`src/common/ppu_cfg.svh`:
```
`ifndef PPU_CFG_SVH
`define PPU_CFG_SVH

// VRAM is 8 KiB of bytes
`define PPU_VRAM_AW 13

// Pixel FIFO depth, kept a power of two so the pointers wrap on their own
`define PPU_FIFO_DEPTH 8

// Tile map bases, chosen by LCDC bit 6
`define PPU_MAP0_BASE 13'h1800
`define PPU_MAP1_BASE 13'h1C00

// Tile data bases, chosen by LCDC bit 4
`define PPU_TILE_SIGNED_BASE 13'h1000
`define PPU_TILE_UNSIGNED_BASE 13'h0000

// Host address map: VRAM sits below the register space
`define PPU_AXI_AW 16
`define PPU_REG_SPACE 16'h2000

`endif
```
`src/common/ppu_pkg.sv`:
```
`default_nettype none

package ppu_pkg;

  // One background pixel as it travels from the fetcher to the pixel FIFO
  typedef struct packed {
    logic [1:0] color;
    logic       valid;
  } pixel_t;

  // Host-visible control registers, all one byte wide
  typedef struct packed {
    // Bit 6 picks the tile map, bit 4 picks unsigned tile data
    logic [7:0] lcdc;
    logic [7:0] scx;
    logic [7:0] scy;
    // Line number, written by the host since there is no line counter here
    logic [7:0] ly;
  } ppu_regs_t;

  // Word offsets of the registers above the register space base
  typedef enum logic [1:0] {
    REG_LCDC = 2'd0,
    REG_SCX  = 2'd1,
    REG_SCY  = 2'd2,
    REG_LY   = 2'd3
  } host_reg_e;

endpackage

`default_nettype wire

```
`src/hw/bg_pipe/pixel_fifo.sv`:
```
`timescale 1ns/1ps
`default_nettype none

`include "ppu_cfg.svh"

module pixel_fifo (
  input  logic            clk,
  input  logic            reset,
  input  logic            line_start,
  input  logic            dot_en,
  input  logic            push,
  input  ppu_pkg::pixel_t push_data,
  output logic            empty,
  output logic            pix_valid,
  output logic [1:0]      pix_color
);

  localparam int PW = $clog2(`PPU_FIFO_DEPTH);

  ppu_pkg::pixel_t mem [`PPU_FIFO_DEPTH];

  logic [PW-1:0] wr_ptr;
  logic [PW-1:0] rd_ptr;
  logic [PW:0]   count;
  logic          do_push;
  logic          do_pop;

  assign empty   = (count == '0);
  // Fetcher only pushes into an empty FIFO, so full is never expected
  assign do_push = push && (count != (PW+1)'(`PPU_FIFO_DEPTH));
  assign do_pop  = dot_en && !empty;

  always_ff @(posedge clk or posedge reset) begin
    if (reset) begin
      wr_ptr    <= '0;
      rd_ptr    <= '0;
      count     <= '0;
      pix_valid <= 1'b0;
    end else if (line_start) begin
      wr_ptr    <= '0;
      rd_ptr    <= '0;
      count     <= '0;
      pix_valid <= 1'b0;
    end else begin
      pix_valid <= do_pop && mem[rd_ptr].valid;
      if (do_push) begin
        wr_ptr <= wr_ptr + 1'b1;
      end
      if (do_pop) begin
        rd_ptr <= rd_ptr + 1'b1;
      end
      case ({do_push, do_pop})
        2'b10:   count <= count + 1'b1;
        2'b01:   count <= count - 1'b1;
        default: count <= count;
      endcase
    end
  end

  always_ff @(posedge clk) begin
    if (do_push) begin
      mem[wr_ptr] <= push_data;
    end
    if (do_pop) begin
      pix_color <= mem[rd_ptr].color;
    end
  end

endmodule

`default_nettype wire

```
`config.mk`:
```
export PLATFORM = sky130hd
export DESIGN_NAME = pixel_fifo
export DESIGN_NICKNAME = d
export VERILOG_FILES = /design/src/common/ppu_pkg.sv /design/src/hw/bg_pipe/pixel_fifo.sv
export VERILOG_INCLUDE_DIRS = /design/src /design/src/common
export SDC_FILE = /design/constraint.sdc
export NUM_CORES = 1
export LEC_CHECK = 0
export ABC_CLOCK_PERIOD_IN_PS = 7400
export BUFFER_PORTS_ARGS = -buffer_cell sky130_fd_sc_hd__buf_4
export CAP_MARGIN = 5
export CORE_MARGIN = 2
export CORE_UTILIZATION = 32
export CTS_BUF_LIST = sky130_fd_sc_hd__clkbuf_8
export CTS_CLUSTER_SIZE = 12
export DETAILED_ROUTE_END_ITERATION = 7
export HOLD_SLACK_MARGIN = 0.03
export SYNTH_ARGS = -nofsm -noshare
export SYNTH_HDL_FRONTEND = slang
export SYNTH_SLANG_ARGS = --single-unit
```
`constraint.sdc`:
```
create_clock -name clk -period 7.4 [get_ports clk]
set_clock_uncertainty 0.2 [all_clocks]
set_input_delay 1.48 -clock clk [delete_from_list [all_inputs] [get_ports clk]]
set_output_delay 1.48 -clock clk [all_outputs]
set_load 0.02 [all_outputs]
```
==> metrics.txt <==
die area 0.00578 mm^2; synthesized area 0.00166 mm^2; Clock Pin Slew Worst Setup and Hold Paths 0.07 ns; drt drc 0; Synth area leader edfxtp_1; max frequency 306 MHz; Worst R2R Setup Slack 4.29 ns; area share of the largest cell type after synthesis 0.471; drt pass-1 iters 4; DRT iter0 DRCs 75; Setup TNS Final 0 ns; fill count 469; TritonCTS Buffers 5; WP data arrival 3.26 ns; final worst-path cycle share 0.442; drt total wl 2770 um; clock latency on the worst-skew pair 0.29 ns; worst reg2reg path depth 7; Max Cap Violations 0; met3 WL post-DR 130 um; via count of the first global-routing pass 943; Final setup viols 0; Relative slew margins 0.423; Reg-to-Reg End count[3]$_DFFE_PP0P_; cts-stage hold buffer count 0; Starting Density 0.329; Vias 949; Clock Root Buffer clkbuf_8; RSZ-0062 raised after global routing no; number of antenna-violating nets in the routed design 0; layout cell share with drive strength beyond 1 0.227; fin. max-slew vios 0; register area 0.00106 mm^2; measured slew at the worst slew-check pin 0.855 ns; TritonCTS clock tree done; die width 76.0 um; DP HPWL 2050 um; leakage power 0.717 nW; worst hold endpoint wr_ptr[1]$_DFFE_PP0P_; register area share after synthesis 0.637; area of the core 0.00504 mm^2; CP max FO 5; VDD IR max 0.126 mV; Final Hold Vio Count 0; Net Count, Synth 127; startpoint types input port; P&R area growth vs syn 17.3%; overall global routing resource usage 0.106; Met2 Wirelength 1410 um; global-route wire length before repair 4670 um; cells after synthesis 114; #FFs+latches synth 37; met1 WL 1190 um; Sink Count 37; Resized cells post-CTS 0; Crit path required time 7.39 ns; Synth area leaders edfxtp_1 47%, dfrtp_1 17%, mux4_2 8.1%, ha_1 3.0%, nor2_1 2.5%; power per cell area 345 mW/mm^2; chip height 76.0 um; Min Clock Period, post-route 3.27 ns; num rows 26; status completed; routability cong. 0.721; multi-input logic area 576 um^2; drt wl/cell 14.0 um; initial antenna violation count 0; Port Buffer Count 11; diode count 0; library cells used by synthesis 26; hold wc startpoint wr_ptr[1]$_DFFE_PP0P_; crit path kind in -> reg; Via density 4.79; postcts setup bufs 0; hold path depth 2; WHS 0.434 ns; Final nets 140; Max H-tree Level 2; Hold Path Class reg -> reg; largest net degree at the start of global routing 14; Mean Syn Cell Area 14.6 um^2; CTS max path bufs 2; CP Capture Type flop; GRT overflow 0; Max Used Layer met4; Synth warnings 0; IO Pins 12; r2r startpoint count[0]$_DFFE_PP0P_
-- how the worst max path moves through the flow --
| stage | start | to | slack (ns) |
|---|---|---|---|
| 3_5_place_dp | dot_en | count[3]$_DFFE_PP0P_ | 3.82 |
| 3_3_place_gp | dot_en | count[3]$_DFFE_PP0P_ | 3.96 |
| 5_1_grt | dot_en | count[3]$_DFFE_PP0P_ | 3.92 |
| 4_1_cts | dot_en | count[3]$_DFFE_PP0P_ | 4.13 |
| 6_report | dot_en | count[3]$_DFFE_PP0P_ | 4.13 |
| 2_1_floorplan | push | count[3]$_DFFE_PP0P_ | 4.03 |
-- cells by family after synthesis --
kind of cell | Yosys count | synth area share
AOI/OAI and AO/OA | 11 | 0.0483
xor gates and xnor gates | 6 | 0.0317
adders and majority gates | 5 | 0.0422
buffers and inverters | 7 | 0.0166
DFF | 37 | 0.636
muxes | 12 | 0.119
and+or+nand+nor | 36 | 0.106
-- metal layers --
metal,up-vias,global-route usage
met2,20,0.174
met3,5,0.0415
met5,-,0
li1,455,-
met4,0,0.0436
met1,469,0.124
-- registers in the layout (all words and copies together), names as in the netlist --
| signal | flops |
|---|---|
| mem | 24 |
| pix_valid | 1 |
| wr_ptr | 3 |
| rd_ptr | 3 |
| count | 4 |
| pix_color | 2 |
-- critical path, cell delays in order --
cell,delay [ns]
buf_4,0.10
o41ai_1,0.15
a21oi_2,0.27
ha_1,0.32
a21oi_1,0.24
nand2_1,0.10
or4b_1,0.51
o311ai_1,0.08
-- cell usage in the layout, fill, tap and decap left out, drive strengths merged --
master | synthesis | layout
fa | 1 | 1
nor3 | 6 | 6
nor4 | 2 | 2
o311ai | 1 | 1
nand2b | 2 | 2
o41ai | 1 | 1
nand3 | 5 | 5
buf | 1 | 11
dfrtp | 11 | 11
ha | 4 | 4
xor2 | 3 | 3
edfxtp | 26 | 26
o311a | 1 | 1
or2b | 1 | 1
mux4 | 6 | 6
a21oi | 5 | 5
mux2i | 4 | 4
nand2 | 7 | 7
clkbuf | 4 | 5
or4b | 2 | 2
a211oi | 3 | 3
bufinv | 0 | 2
inv | 2 | 3
mux2 | 2 | 2
nor2 | 11 | 11
xnor2 | 3 | 3
-- through the flow --
stage | std cells | area, um^2 | setup slack, ns | util | total power [mW]
final | 198 | 1950 | 4.13 | 0.386 | 0.671
after global routing | 198 | 1950 | 3.92 | 0.386 | 0.708
after CTS | 198 | 1950 | 4.13 | 0.386 | 0.677
after detailed placement | 190 | 1810 | 3.82 | 0.359 | 0.470
after global placement | 190 | 1810 | 3.96 | 0.359 | 0.460
after floorplan | 114 | 1660 | 4.03 | - | 0.416
-- cell usage after synthesis --
cell type and instances:
or4b_1 2, a21oi_1 4, o311ai_1 1, xnor2_1 3, nand2b_1 2, nand3_1 5
mux4_2 6, nor2_1 11, nor3_1 6, nand2_1 7, o311a_2 1, fa_1 1
edfxtp_1 26, nor4_1 2, mux2_2 2, buf_2 1, dfrtp_1 11, xor2_1 3
a21oi_2 1, or2b_1 1, a211oi_1 3, mux2i_1 4, ha_1 4, clkbuf_1 4
o41ai_1 1, inv_1 2
-- layout make-up --
type / instances / share of cell area
sequential: 37 / 0.542
multi-input combinational: 70 / 0.296
tap: 70 / 0.0450
timing repair buffer: 11 / 0.0424
clock buffer: 5 / 0.0353
clock inverter: 3 / 0.0353
inverter: 2 / 0.00386
-- where the power goes --
group | internal (mW) | total (mW) | switching, mW | leakage (nW)
clock | 0.136 | 0.208 | 0.0720 | 0.0687
sequential | 0.254 | 0.294 | 0.0406 | 0.385
combinational | 0.0834 | 0.169 | 0.0856 | 0.263
total | 0.473 | 0.671 | 0.198 | 0.717
Power figures use the tool's default switching activity.
