File: src/common/ppu_cfg.svh
`ifndef PPU_CFG_SVH
`define PPU_CFG_SVH

// VRAM is 8 KiB of bytes
`define PPU_VRAM_AW 13

// Pixel FIFO depth, kept a power of two so the pointers wrap on their own
`define PPU_FIFO_DEPTH 8

// Tile map bases, chosen by LCDC bit 6
`define PPU_MAP0_BASE 13'h1800
`define PPU_MAP1_BASE 13'h1C00

// Tile data bases, chosen by LCDC bit 4
`define PPU_TILE_SIGNED_BASE 13'h1000
`define PPU_TILE_UNSIGNED_BASE 13'h0000

// Host address map: VRAM sits below the register space
`define PPU_AXI_AW 16
`define PPU_REG_SPACE 16'h2000

`endif
File: src/common/ppu_pkg.sv
`default_nettype none

package ppu_pkg;

  // One background pixel as it travels from the fetcher to the pixel FIFO
  typedef struct packed {
    logic [1:0] color;
    logic       valid;
  } pixel_t;

  // Host-visible control registers, all one byte wide
  typedef struct packed {
    // Bit 6 picks the tile map, bit 4 picks unsigned tile data
    logic [7:0] lcdc;
    logic [7:0] scx;
    logic [7:0] scy;
    // Line number, written by the host since there is no line counter here
    logic [7:0] ly;
  } ppu_regs_t;

  // Word offsets of the registers above the register space base
  typedef enum logic [1:0] {
    REG_LCDC = 2'd0,
    REG_SCX  = 2'd1,
    REG_SCY  = 2'd2,
    REG_LY   = 2'd3
  } host_reg_e;

endpackage

`default_nettype wire

File: src/common/vram_if.sv
`timescale 1ns/1ps
`default_nettype none

`include "ppu_cfg.svh"

// One requester's link to the shared VRAM bank
interface vram_if;
  logic                    req;
  logic                    we;
  logic [`PPU_VRAM_AW-1:0] addr;
  logic [7:0]              wdata;
  logic                    gnt;
  logic                    rvalid;
  logic [7:0]              rdata;

  modport requester (
    output req,
    output we,
    output addr,
    output wdata,
    input  gnt,
    input  rvalid,
    input  rdata
  );

  modport bank (
    input  req,
    input  we,
    input  addr,
    input  wdata,
    output gnt,
    output rvalid,
    output rdata
  );
endinterface

`default_nettype wire

File: src/hw/ppu_host_axil.sv
`timescale 1ns/1ps
`default_nettype none

`include "ppu_cfg.svh"

module ppu_host_axil (
  input  logic                   clk,
  input  logic                   reset,
  input  logic [`PPU_AXI_AW-1:0] s_axil_awaddr,
  input  logic                   s_axil_awvalid,
  output logic                   s_axil_awready,
  input  logic [31:0]            s_axil_wdata,
  input  logic [3:0]             s_axil_wstrb,
  input  logic                   s_axil_wvalid,
  output logic                   s_axil_wready,
  output logic [1:0]             s_axil_bresp,
  output logic                   s_axil_bvalid,
  input  logic                   s_axil_bready,
  input  logic [`PPU_AXI_AW-1:0] s_axil_araddr,
  input  logic                   s_axil_arvalid,
  output logic                   s_axil_arready,
  output logic [31:0]            s_axil_rdata,
  output logic [1:0]             s_axil_rresp,
  output logic                   s_axil_rvalid,
  input  logic                   s_axil_rready,
  output ppu_pkg::ppu_regs_t     regs,
  vram_if.requester              vram
);

  typedef enum logic [2:0] {
    ST_IDLE,
    ST_ACCEPT_W,
    ST_ACCEPT_R,
    ST_VRAM_WAIT,
    ST_VRAM_READ,
    ST_BRESP,
    ST_RRESP
  } host_state_t;

  host_state_t state;

  logic       aw_is_reg;
  logic       ar_is_reg;
  logic       w_fire;
  logic       ar_fire;
  logic [7:0] reg_rd_byte;

  assign aw_is_reg = (s_axil_awaddr >= `PPU_REG_SPACE);
  assign ar_is_reg = (s_axil_araddr >= `PPU_REG_SPACE);
  assign w_fire    = (state == ST_ACCEPT_W) && s_axil_awvalid && s_axil_wvalid;
  assign ar_fire   = (state == ST_ACCEPT_R) && s_axil_arvalid;

  assign s_axil_bresp = 2'b00;
  assign s_axil_rresp = 2'b00;

  always_comb begin
    case (ppu_pkg::host_reg_e'(s_axil_araddr[3:2]))
      ppu_pkg::REG_LCDC: reg_rd_byte = regs.lcdc;
      ppu_pkg::REG_SCX:  reg_rd_byte = regs.scx;
      ppu_pkg::REG_SCY:  reg_rd_byte = regs.scy;
      default:           reg_rd_byte = regs.ly;
    endcase
  end

  always_ff @(posedge clk or posedge reset) begin
    if (reset) begin
      state          <= ST_IDLE;
      s_axil_awready <= 1'b0;
      s_axil_wready  <= 1'b0;
      s_axil_arready <= 1'b0;
      s_axil_bvalid  <= 1'b0;
      s_axil_rvalid  <= 1'b0;
      vram.req       <= 1'b0;
      regs           <= '0;
    end else begin
      case (state)
        ST_IDLE: begin
          // Writes go first when both are pending
          if (s_axil_awvalid && s_axil_wvalid) begin
            s_axil_awready <= 1'b1;
            s_axil_wready  <= 1'b1;
            state          <= ST_ACCEPT_W;
          end else if (s_axil_arvalid) begin
            s_axil_arready <= 1'b1;
            state          <= ST_ACCEPT_R;
          end
        end
        ST_ACCEPT_W: begin
          if (w_fire) begin
            s_axil_awready <= 1'b0;
            s_axil_wready  <= 1'b0;
            if (aw_is_reg) begin
              if (s_axil_wstrb[0]) begin
                case (ppu_pkg::host_reg_e'(s_axil_awaddr[3:2]))
                  ppu_pkg::REG_LCDC: regs.lcdc <= s_axil_wdata[7:0];
                  ppu_pkg::REG_SCX:  regs.scx  <= s_axil_wdata[7:0];
                  ppu_pkg::REG_SCY:  regs.scy  <= s_axil_wdata[7:0];
                  default:           regs.ly   <= s_axil_wdata[7:0];
                endcase
              end
              s_axil_bvalid <= 1'b1;
              state         <= ST_BRESP;
            end else if (s_axil_wstrb[0]) begin
              vram.req <= 1'b1;
              state    <= ST_VRAM_WAIT;
            end else begin
              // Byte lane 0 disabled, nothing to store
              s_axil_bvalid <= 1'b1;
              state         <= ST_BRESP;
            end
          end
        end
        ST_ACCEPT_R: begin
          if (ar_fire) begin
            s_axil_arready <= 1'b0;
            if (ar_is_reg) begin
              s_axil_rvalid <= 1'b1;
              state         <= ST_RRESP;
            end else begin
              vram.req <= 1'b1;
              state    <= ST_VRAM_WAIT;
            end
          end
        end
        ST_VRAM_WAIT: begin
          if (vram.gnt) begin
            vram.req <= 1'b0;
            if (vram.we) begin
              s_axil_bvalid <= 1'b1;
              state         <= ST_BRESP;
            end else begin
              state <= ST_VRAM_READ;
            end
          end
        end
        ST_VRAM_READ: begin
          if (vram.rvalid) begin
            s_axil_rvalid <= 1'b1;
            state         <= ST_RRESP;
          end
        end
        ST_BRESP: begin
          if (s_axil_bready) begin
            s_axil_bvalid <= 1'b0;
            state         <= ST_IDLE;
          end
        end
        ST_RRESP: begin
          if (s_axil_rready) begin
            s_axil_rvalid <= 1'b0;
            state         <= ST_IDLE;
          end
        end
        default: state <= ST_IDLE;
      endcase
    end
  end

  // Request fields stay put from acceptance until the grant
  always_ff @(posedge clk) begin
    if (w_fire) begin
      vram.we    <= 1'b1;
      vram.addr  <= s_axil_awaddr[`PPU_VRAM_AW-1:0];
      vram.wdata <= s_axil_wdata[7:0];
    end else if (ar_fire) begin
      vram.we   <= 1'b0;
      vram.addr <= s_axil_araddr[`PPU_VRAM_AW-1:0];
    end
    if (ar_fire && ar_is_reg) begin
      s_axil_rdata <= {24'd0, reg_rd_byte};
    end else if (state == ST_VRAM_READ && vram.rvalid) begin
      s_axil_rdata <= {24'd0, vram.rdata};
    end
  end

endmodule

`default_nettype wire

File: src/flat_wrapper.sv
// flat-port wrapper written by rule: the top's interface ports become plain ports
module ppu_host_axil_flat 
  (clk, reset, s_axil_awaddr, s_axil_awvalid, s_axil_awready, s_axil_wdata, s_axil_wstrb, s_axil_wvalid, s_axil_wready, s_axil_bresp, s_axil_bvalid, s_axil_bready, s_axil_araddr, s_axil_arvalid, s_axil_arready, s_axil_rdata, s_axil_rresp, s_axil_rvalid, s_axil_rready, regs, vram_req, vram_we, vram_addr, vram_wdata, vram_gnt, vram_rvalid, vram_rdata);
  vram_if vram_i ();
  input  logic clk;
  input  logic reset;
  input  logic [`PPU_AXI_AW-1:0] s_axil_awaddr;
  input  logic s_axil_awvalid;
  output logic s_axil_awready;
  input  logic [31:0] s_axil_wdata;
  input  logic [3:0] s_axil_wstrb;
  input  logic s_axil_wvalid;
  output logic s_axil_wready;
  output logic [1:0] s_axil_bresp;
  output logic s_axil_bvalid;
  input  logic s_axil_bready;
  input  logic [`PPU_AXI_AW-1:0] s_axil_araddr;
  input  logic s_axil_arvalid;
  output logic s_axil_arready;
  output logic [31:0] s_axil_rdata;
  output logic [1:0] s_axil_rresp;
  output logic s_axil_rvalid;
  input  logic s_axil_rready;
  output ppu_pkg::ppu_regs_t regs;
  output wire logic [$bits(vram_i.req)-1:0] vram_req;
  output wire logic [$bits(vram_i.we)-1:0] vram_we;
  output wire logic [$bits(vram_i.addr)-1:0] vram_addr;
  output wire logic [$bits(vram_i.wdata)-1:0] vram_wdata;
  input wire logic [$bits(vram_i.gnt)-1:0] vram_gnt;
  input wire logic [$bits(vram_i.rvalid)-1:0] vram_rvalid;
  input wire logic [$bits(vram_i.rdata)-1:0] vram_rdata;
  assign vram_req = vram_i.req;
  assign vram_we = vram_i.we;
  assign vram_addr = vram_i.addr;
  assign vram_wdata = vram_i.wdata;
  assign vram_i.gnt = vram_gnt;
  assign vram_i.rvalid = vram_rvalid;
  assign vram_i.rdata = vram_rdata;
  ppu_host_axil u_core (.clk(clk), .reset(reset), .s_axil_awaddr(s_axil_awaddr), .s_axil_awvalid(s_axil_awvalid), .s_axil_awready(s_axil_awready), .s_axil_wdata(s_axil_wdata), .s_axil_wstrb(s_axil_wstrb), .s_axil_wvalid(s_axil_wvalid), .s_axil_wready(s_axil_wready), .s_axil_bresp(s_axil_bresp), .s_axil_bvalid(s_axil_bvalid), .s_axil_bready(s_axil_bready), .s_axil_araddr(s_axil_araddr), .s_axil_arvalid(s_axil_arvalid), .s_axil_arready(s_axil_arready), .s_axil_rdata(s_axil_rdata), .s_axil_rresp(s_axil_rresp), .s_axil_rvalid(s_axil_rvalid), .s_axil_rready(s_axil_rready), .regs(regs), .vram(vram_i));
endmodule
File: config.mk
export PLATFORM = sky130hd
export DESIGN_NAME = ppu_host_axil_flat
export DESIGN_NICKNAME = d
export VERILOG_FILES = /design/src/common/ppu_pkg.sv /design/src/common/vram_if.sv /design/src/hw/ppu_host_axil.sv /design/src/flat_wrapper.sv
export VERILOG_INCLUDE_DIRS = /design/src /design/src/common
export SDC_FILE = /design/constraint.sdc
export NUM_CORES = 1
export LEC_CHECK = 0
export BUFFER_PORTS_ARGS = -buffer_cell sky130_fd_sc_hd__buf_2
export CORE_MARGIN = 2
export CORE_UTILIZATION = 45
export CTS_CLUSTER_DIAMETER = 200
export DETAILED_ROUTE_END_ITERATION = 12
export PLACE_DENSITY = 0.84
export SKIP_CTS_REPAIR_TIMING = 1
export SYNTH_ARGS = -nofsm -noshare
export SYNTH_HDL_FRONTEND = slang
export SYNTH_SLANG_ARGS = --single-unit
export TNS_END_PERCENT = 50
File: constraint.sdc
create_clock -name clk -period 2.5 [get_ports clk]
set_input_delay 0.125 -clock clk [delete_from_list [all_inputs] [get_ports clk]]
set_output_delay 0.125 -clock clk [all_outputs]
set_load 0.1 [all_outputs]
==> flow_metrics.tcl, run 1 <==
set metrics [dict create \
    crit_slowest_cell "dfrtp_1" \
    syn_avg_cell_area_sq_um 13.70 \
    leakage_uw 0.002117 \
    critical_path_required_ns 2.72 \
    die_area_sq_um 8455 \
    grt_pass1_wl_um 12500 \
    final_area_sq_um 4363 \
    synthArstFlopShare_pct 57.14 \
    drc 0 \
    holdWs_ns 0.005454 \
    cts_root_buffer "clkbuf_8" \
    finalHoldViolCount 0 \
    htree_levels 3 \
    firstDrtPassIters 4 \
    grt_usage_pct 19.42 \
    yosys_most_used_dff "dfrtp_1" \
    dr_total_vias 2534 \
    numPortBuffers 125 \
    clock_path_buffers 2 \
    diodes 0 \
    grt_max_degree 27 \
    grt_setup_unrepaired "false" \
    postSynthCellCount 254 \
    vdd_drop_max_v 0.0007157 \
    cts_sinks 70 \
    final_cell_mix "buf_2, mux2_2, dfrtp_1, edfxtp_1, conb_1" \
    insertion_delay_ns 0.34 \
    seqCellArea_sq_um 1892 \
    drv_cap 0 \
    core_area_sq_um 7607 \
    die_h_um 91.95 \
    finalSetupViolCount 0 \
    final_common_cell "buf_2" \
    gr-total-overflow 0 \
    vias_per_cell 5.161 \
    slew_headroom_pct 33.82 \
    wl_per_cell_um 16.70 \
    area_delta_synth_final_pct 25.34 \
    dieWidth_um 91.95 \
    status "finished, final reports clean" \
    yosysWarningCount 0 \
    synth.distinct_cells 42 \
    setup_slack_ns 0.6278 \
    slew_viol_final 0 \
    fin_tns_setup_ns 0 \
    layout-drive-gt1-share_pct 55.53 \
    cp_cell_sequence "buf_4 -> nand2b_4 -> nor3_4 -> buf_12 -> nand4_4 -> mux2_2" \
    critPathCaptureType "flip-flop" \
    rows 32 \
    hold_path.class "in -> async" \
    fin_util_pct 57.35 \
    synth_edf_count 29 \
    wl_um 8201 \
    cp.arrival_ns 2.09 \
    fmax_mhz 534.1 \
    cpPeakStageDelay_ns 0.38 \
    syn_area_sq_um 3481 \
    antenna_found_initial 0 \
    nNetsFinal 469 \
    dpl_cell_area_sq_um 4131 \
    dp_hpwl_um 5946 \
    ys_ff_latch 70 \
    rrSetupSlack_ns 0.63 \
    power_density_nw_per_um2 1203 \
    io_pins 181 \
    worst_slew_pin_slew_ns 0.9916 \
    startpoint_type "flip-flop" \
    drtAntennaViolNets 0 \
    skew_ns 0.009702 \
    clk_pin_slew_ns 0.08 \
    drt_iter0_drc 166 \
    gp_congestion 0.8774 \
    place_ws_ns 0.6472 \
    multi_input_area_sq_um 1406 \
    period_minus_slack_ns 1.872 \
    finalCritPeriodShare_pct 74.89 \
    crit_path_max_fanout 26 \
    ys_seq_area_share_pct 54.35 \
    first_global_vias 2430 \
    crit_type "reg -> reg" \
    start_util_pct 45.76 \
    cts_tree "done" \
    fillers 645 \
    cts-buffers-inserted 9 \
]
## per-stage QoR
step,total power (uW),cells
global placement,4227,474
finish,5249,491
global route,5447,491
floorplan,3867,281
detailed placement,4265,474
CTS,5267,490
## worst max-delay path, delay by kind of cell, from the launching register on
kind,cells,cell delay (ns)
simple gates,3,0.58
buf+inv,2,0.42
flops,1,0.38
mux,1,0.35
## registers in the layout, summed over array words and instances, names as in the netlist
name / flops
u_core.vram.we: 1
u_core.s_axil_arready: 1
u_core.state: 3
u_core.s_axil_rdata: 8
u_core.s_axil_bvalid: 1
u_core.vram.addr: 13
u_core.regs: 32
u_core.vram.req: 1
u_core.s_axil_wready: 1
u_core.s_axil_rvalid: 1
u_core.vram.wdata: 8
## synthesized netlist by cell type (2+ instances only)
| master | n | area share (%) |
|---|---|---|
| clkbuf_1 | 9 | 0.97 |
| or3_1 | 2 | 0.36 |
| o21ai_0 | 6 | 0.86 |
| nor2_1 | 12 | 1.3 |
| edfxtp_1 | 29 | 25 |
| mux2_2 | 53 | 17 |
| nand4_4 | 3 | 1.8 |
| dfrtp_1 | 40 | 29 |
| nor3_1 | 4 | 0.58 |
| mux4_2 | 8 | 5.2 |
| inv_1 | 4 | 0.43 |
| buf_4 | 30 | 6.5 |
| and3_1 | 2 | 0.36 |
| nand3_1 | 5 | 0.72 |
| a21oi_1 | 7 | 1.0 |
| mux2i_1 | 2 | 0.58 |
| nand2_1 | 7 | 0.75 |
| nor2b_1 | 4 | 0.72 |
| a31oi_1 | 4 | 0.72 |
## worst paths after layout
kind	end	depth (start not counted)	startpoint
setup / recovery	u_core.regs[23]	6	u_core.state[1]
hold / removal	u_core.s_axil_arready	2	reset
setup reg to reg	u_core.regs[23]	6	u_core.state[1]
hold reg to reg	u_core.s_axil_bvalid	1	u_core.s_axil_bvalid
max in group asynchronous	u_core.regs[31]	3	reset
min in group clk	u_core.vram.wdata[5]	1	s_axil_wdata[5]
## metal layers
layer	up-vias	share of wire (%)	track usage (%)
li1	1155	-	-
met2	117	49	31.37
met4	0	2.1	8.333
met5	-	0	0
met3	14	6.6	4.437
met1	1248	42	25.23
## where the power goes
part | internal [uW] | switching (uW) | total (uW) | leakage [uW]
Combinational | 487 | 2190 | 2680 | 0.00120
Sequential | 1460 | 101 | 1560 | 0.000811
Clock | 565 | 440 | 1000 | 0.000107
## cell families after synthesis
| family | share of synthesized area [%] |
|---|---|
| simple gates | 9.274 |
| compound gates | 5.069 |
| flops | 54.35 |
| mux | 22.90 |
| other cells | 0.1077 |
| buf+inv | 8.303 |
## cell type report
class | count | area share, %
clock buffers | 9 | 2.839
clock inverters | 7 | 2.237
inverters | 4 | 0.3441
multi-input cells | 166 | 32.23
flip-flops and latches | 70 | 43.36
well taps | 102 | 2.925
repair buffers | 133 | 16.06
No activity file was read; power rests on OpenSTA's default activity.
==> run 2: changes to the inputs <==
CORE_UTILIZATION = 41   (was 45)
PLACE_DENSITY = 0.81   (was 0.84)
clock period = 1.53 ns   (was 2.5 ns; I/O delays follow)
==> flow_metrics.tcl, run 2 (same netlist as run 1, synthesis figures left out) <==
set metrics [dict create \
    clock_path_buffers 2 \
    cts_tree "done" \
    slew_viol_final 0 \
    antenna_found_initial 0 \
    crit_end "u_core.regs[10]" \
    die_area_sq_um 9243 \
    wl_um 8956 \
    crit_path_max_fanout 8 \
    drc 0 \
    nNetsFinal 505 \
    rows 33 \
    grt_usage_pct 18.95 \
    grt_setup_unrepaired "true" \
    reg2reg_to "u_core.regs[10]" \
    dp.cells 501 \
    cts_root_buffer "clkbuf_8" \
    fin_util_pct 59.19 \
    vias_per_cell 5.045 \
    critPathLaunch "u_core.state[0]" \
    cp.arrival_ns 1.89 \
    reg_top3 "u_core.regs (32), u_core.vram.addr (13)" \
    leakage_uw 0.002298 \
    start_util_pct 42.36 \
    violations "setup timing" \
    critPathCaptureType "flip-flop" \
    slew_headroom_pct 63.90 \
    drv_cap 0 \
    power_density_nw_per_um2 1926 \
    fin_tns_setup_ns -5.032 \
    insertion_delay_ns 0.34 \
    status "finished, violations left" \
    diodes 0 \
    grt_pass1_wl_um 12870 \
    reg2reg_depth 6 \
    die_h_um 96.14 \
    final_common_cell "buf_2" \
    largest_reg_flops 32 \
    numPortBuffers 125 \
    layout-drive-gt1-share_pct 67.29 \
    core_area_sq_um 8217 \
    drt_iter0_drc 132 \
    period_minus_slack_ns 1.665 \
    io_pins 181 \
    startpoint_type "flip-flop" \
    finalCritPeriodShare_pct 108.8 \
    skew_ns 0.006904 \
    worst_slew_pin_slew_ns 0.5415 \
    dp_hpwl_um 6636 \
    finalHoldViolCount 0 \
    first_global_vias 2644 \
    vdd_drop_max_v 0.0009398 \
    fillers 669 \
    clk_pin_slew_ns 0.08 \
    wl_per_cell_um 16.90 \
    cts_sinks 70 \
    firstDrtPassIters 4 \
    grt_max_degree 41 \
    hold_path.class "in -> reg" \
    area_delta_synth_final_pct 39.72 \
    gr-total-overflow 0 \
    dieWidth_um 96.14 \
    hp-start "s_axil_araddr[4]" \
    cts-buffers-inserted 9 \
    finalSetupViolCount 71 \
    setup_slack_ns -0.1351 \
    fmax_mhz 600.6 \
    critical_path_required_ns 1.75 \
    max_flop_register "u_core.regs" \
    rrSetupSlack_ns -0.14 \
    crit_type "reg -> reg" \
    final_cell_mix "buf_2, mux2_2, dfrtp_2, edfxtp_1, conb_1" \
    htree_levels 3 \
    gp_congestion 0.8625 \
    layoutNonFillerInstCount 530 \
    worstReg2RegStart "u_core.state[0]" \
    dr_total_vias 2674 \
    drtAntennaViolNets 0 \
]
## run 2: how the worst min path moves through the flow
| stage | end | cells after the start |
|---|---|---|
| 3_5_place_dp | u_core.s_axil_bvalid | 3 |
| 2_1_floorplan | u_core.vram.wdata[0] | 0 |
| 5_1_grt | u_core.s_axil_rdata[0] | 2 |
| 3_3_place_gp | u_core.s_axil_bvalid | 3 |
| 4_1_cts | u_core.state[0] | 3 |
| 6_report | u_core.vram.addr[4] | 2 |
## run 2: power by group
group	switching, uW	total (uW)	internal, uW
clock network	706	1720	1020
logic	3760	5020	1260
registers	210	2620	2410
total	4670	9370	4690
## run 2: through the flow
stage / power (uW) / setup WS, ns / area, sq um / hold slack [ns]
floorplan: 6413 / -0.4375 / 3684 / 0.1754
global placement: 7392 / -0.1428 / 4424 / 0.2237
detailed placement: 7451 / -0.1599 / 4424 / 0.2338
CTS: 9184 / -0.1795 / 4656 / -0.1394
global route: 9733 / -0.1987 / 4863 / 0.03183
finish: 9365 / -0.1351 / 4863 / 0.03996
## run 2: per-layer routing
layer | track usage (%) | vias to the layer above | share of wire, %
li1 | - | 1220 | -
met1 | 22.53 | 1324 | 40
met2 | 31.54 | 114 | 51
met3 | 4.385 | 16 | 5.8
met4 | 10.60 | 0 | 2.6
met5 | 0 | - | 0
## run 2: final cells by class
class                   count  area, sq um  share of cell area (%)
clock buffers              11        152.6                   3.139
clock inverters             5        78.83                   1.621
inverters                   4        17.52                  0.3602
multi-input cells         166         1505                   30.95
flip-flops and latches     70         1933                   39.75
well taps                 105        131.4                   2.701
repair buffers            169         1045                   21.48
## run 2: critical path: stages (launching register included)
cell      delay, ns
dfrtp_2        0.42
buf_6          0.12
nand2b_4       0.06
nor3_4         0.18
buf_6          0.18
nand4_4        0.22
mux2_4         0.36
==> run 3: changes to the inputs <==
ABC_AREA = 1   (was default)
PLACE_DENSITY = 0.8   (was 0.81)
==> flow_metrics.tcl, run 3 <==
set metrics [dict create \
    reg_top3 "u_core.regs (32), u_core.vram.addr (13)" \
    wl_per_cell_um 13.80 \
    numPortBuffers 125 \
    synth_commonest_cells "nand2_1, dfrtp_1, inv_1, buf_4, edfxtp_1" \
    yosysMostFrequentCell "nand2_1" \
    start_util_pct 41.57 \
    drt_iter0_drc 153 \
    final_cell_mix "nand2_1, buf_2, dfrtp_1, inv_1, edfxtp_1" \
    internal-power_uw 4053 \
    vdd_drop_max_v 0.0009445 \
    first_global_vias 2964 \
    drv_cap 0 \
    gp_congestion 0.8595 \
    cpPeakStageDelay_ns 0.44 \
    largest_reg_flops 32 \
    power_density_nw_per_um2 1813 \
    vias_per_cell 4.790 \
    gr-total-overflow 0 \
    clk_pin_slew_ns 0.07 \
    crit_path_frequent_cell "nor2_4" \
    worst_slew_pin_slew_ns 0.7528 \
    yosysWarningCount 0 \
    combPwrFrac_pct 52.0 \
    syn_area_sq_um 3572 \
    ys_seq_area_share_pct 52.96 \
    grt_setup_unrepaired "true" \
    finalSetupViolCount 0 \
    cts_sinks 70 \
    dp_hpwl_um 6800 \
    period_minus_slack_ns 1.485 \
    synthArstFlopShare_pct 57.14 \
    insertion_delay_ns 0.34 \
    diodes 0 \
    skew_ns 0.009428 \
    critical_path_required_ns 1.76 \
    synth_area_leader_cell "dfrtp_1" \
    final_common_cell "nand2_1" \
    cp_cell_sequence "clkinv_2 -> nand2_2 -> nor2_4 -> nand2_4 -> buf_12 -> nor2_4 -> nand2_8 -> nand2_1 -> o21ai_2" \
    leakage_uw 0.002490 \
    crit_type "reg -> reg" \
    clock_path_buffers 2 \
    htree_levels 3 \
    crit_slowest_cell "dfrtp_1" \
    core_area_sq_um 8593 \
    drc 0 \
    switchingPower_uw 4525 \
    dr_total_vias 3262 \
    synth.top_cell.area_share_pct 28.02 \
    slew_headroom_pct 49.43 \
    pwr-share-seq_pct 30.3 \
    synth_edf_count 29 \
    fmax_mhz 673.3 \
    path_buf_inv 2 \
    cts_tree "done" \
    antenna_found_initial 0 \
    die_area_sq_um 9475 \
    synth.distinct_cells 26 \
    area_delta_synth_final_pct 32.43 \
    p_clk_share_pct 17.8 \
    wl_um 9397 \
    ys_ff_latch 70 \
    finalCritPeriodShare_pct 97.07 \
    cts-buffers-inserted 9 \
    syn_avg_cell_area_sq_um 8.670 \
    status "finished, final reports clean" \
    finalHoldViolCount 0 \
    layout-drive-gt1-share_pct 36.13 \
    yosys_most_used_dff "dfrtp_1" \
    slew_viol_final 0 \
    setup_slack_ns 0.04476 \
    p_sw_share_pct 52.76 \
    hold_path.class "in -> reg" \
    drtAntennaViolNets 0 \
    rows 34 \
    nNetsFinal 653 \
    dieWidth_um 97.34 \
    crit_path_max_fanout 16 \
    grt_max_degree 41 \
    io_pins 181 \
    synth_area_leaders "dfrtp_1, edfxtp_1, nand2_1" \
    grt_pass1_wl_um 14300 \
    path_delay_family "simple AND/OR/NAND/NOR gates" \
    critPathCaptureType "flip-flop" \
    firstDrtPassIters 4 \
    fin_util_pct 55.05 \
    postSynthCellCount 412 \
    max_flop_register "u_core.regs" \
    die_h_um 97.34 \
    cp.arrival_ns 1.71 \
    place_ws_ns -0.06078 \
    grt_usage_pct 19.13 \
    cts_root_buffer "clkbuf_8" \
    startpoint_type "flip-flop" \
]
[run 3: worst paths after layout]
check                                  from                   end  slack (ns)  depth (start not counted)
setup / recovery            u_core.state[1]       u_core.regs[29]        0.04                          9
hold / removal             s_axil_awaddr[1]   u_core.vram.addr[1]       0.004                          3
setup reg to reg            u_core.state[1]       u_core.regs[29]        0.04                          9
hold reg to reg             u_core.vram.req       u_core.vram.req        0.47                          2
max in group asynchronous             reset       u_core.state[2]        0.74                          4
min in group asynchronous             reset  u_core.s_axil_wready        0.41                          4
[run 3: layout make-up]
| cell class | count | area [sq um] |
|---|---|---|
| well taps | 108 | 135.1 |
| fillers | 800 | 3862 |
| inverters | 37 | 145.1 |
| flip-flops and latches | 70 | 1894 |
| repair buffers | 157 | 919.6 |
| clock buffers | 12 | 155.1 |
| clock inverters | 4 | 53.80 |
| multi-input cells | 293 | 1428 |
[run 3: per-layer routing]
layer  vias to the layer above  wire [um]  global-route usage (%)
met5                         -          0                       0
met4                         0        297                   9.936
met3                        25        599                   3.381
met2                       161       4571                   30.66
met1                      1499       3929                   24.95
li1                       1577          -                       -
[run 3: worst reg2reg max path: stages (launching register included)]
cell and delay, ns:
dfrtp_1 0.44, clkinv_2 0.08, nand2_2 0.06, nor2_4 0.11, nand2_4 0.09, buf_12 0.14
nor2_4 0.15, nand2_8 0.13, nand2_1 0.12, o21ai_2 0.05
[run 3: cells by family after synthesis]
logic type / count (synthesis) / share of synthesized area [%]
buffers and inverters: 78 / 12.43
AO/OA/AOI/OAI: 50 / 8.686
other: 1 / 0.1050
AND/OR/NAND/NOR: 213 / 25.81
flip-flops: 70 / 52.96
[run 3: per-stage QoR]
stage	hold slack [ns]	area (sq um)	power (uW)	setup TNS (ns)	cells
6_report	0.003606	4731	8578	0	681
2_1_floorplan	0.1754	3696	6226	-0.1250	439
4_1_cts	-0.1424	4542	8539	-1.337	668
5_1_grt	0.0007183	4731	8944	-0.4013	681
3_3_place_gp	0.2221	4333	6943	0	652
3_5_place_dp	0.2324	4333	7001	-0.6966	652
[run 3: power groups by stage]
stage | sequential [uW] | clock [uW] | combinational, uW
floorplan | 4810 | 0 | 1420
global placement | 2610 | 0 | 4330
detailed placement | 2620 | 0 | 4380
CTS | 2590 | 1570 | 4380
global route | 2640 | 1650 | 4660
finish | 2600 | 1530 | 4460
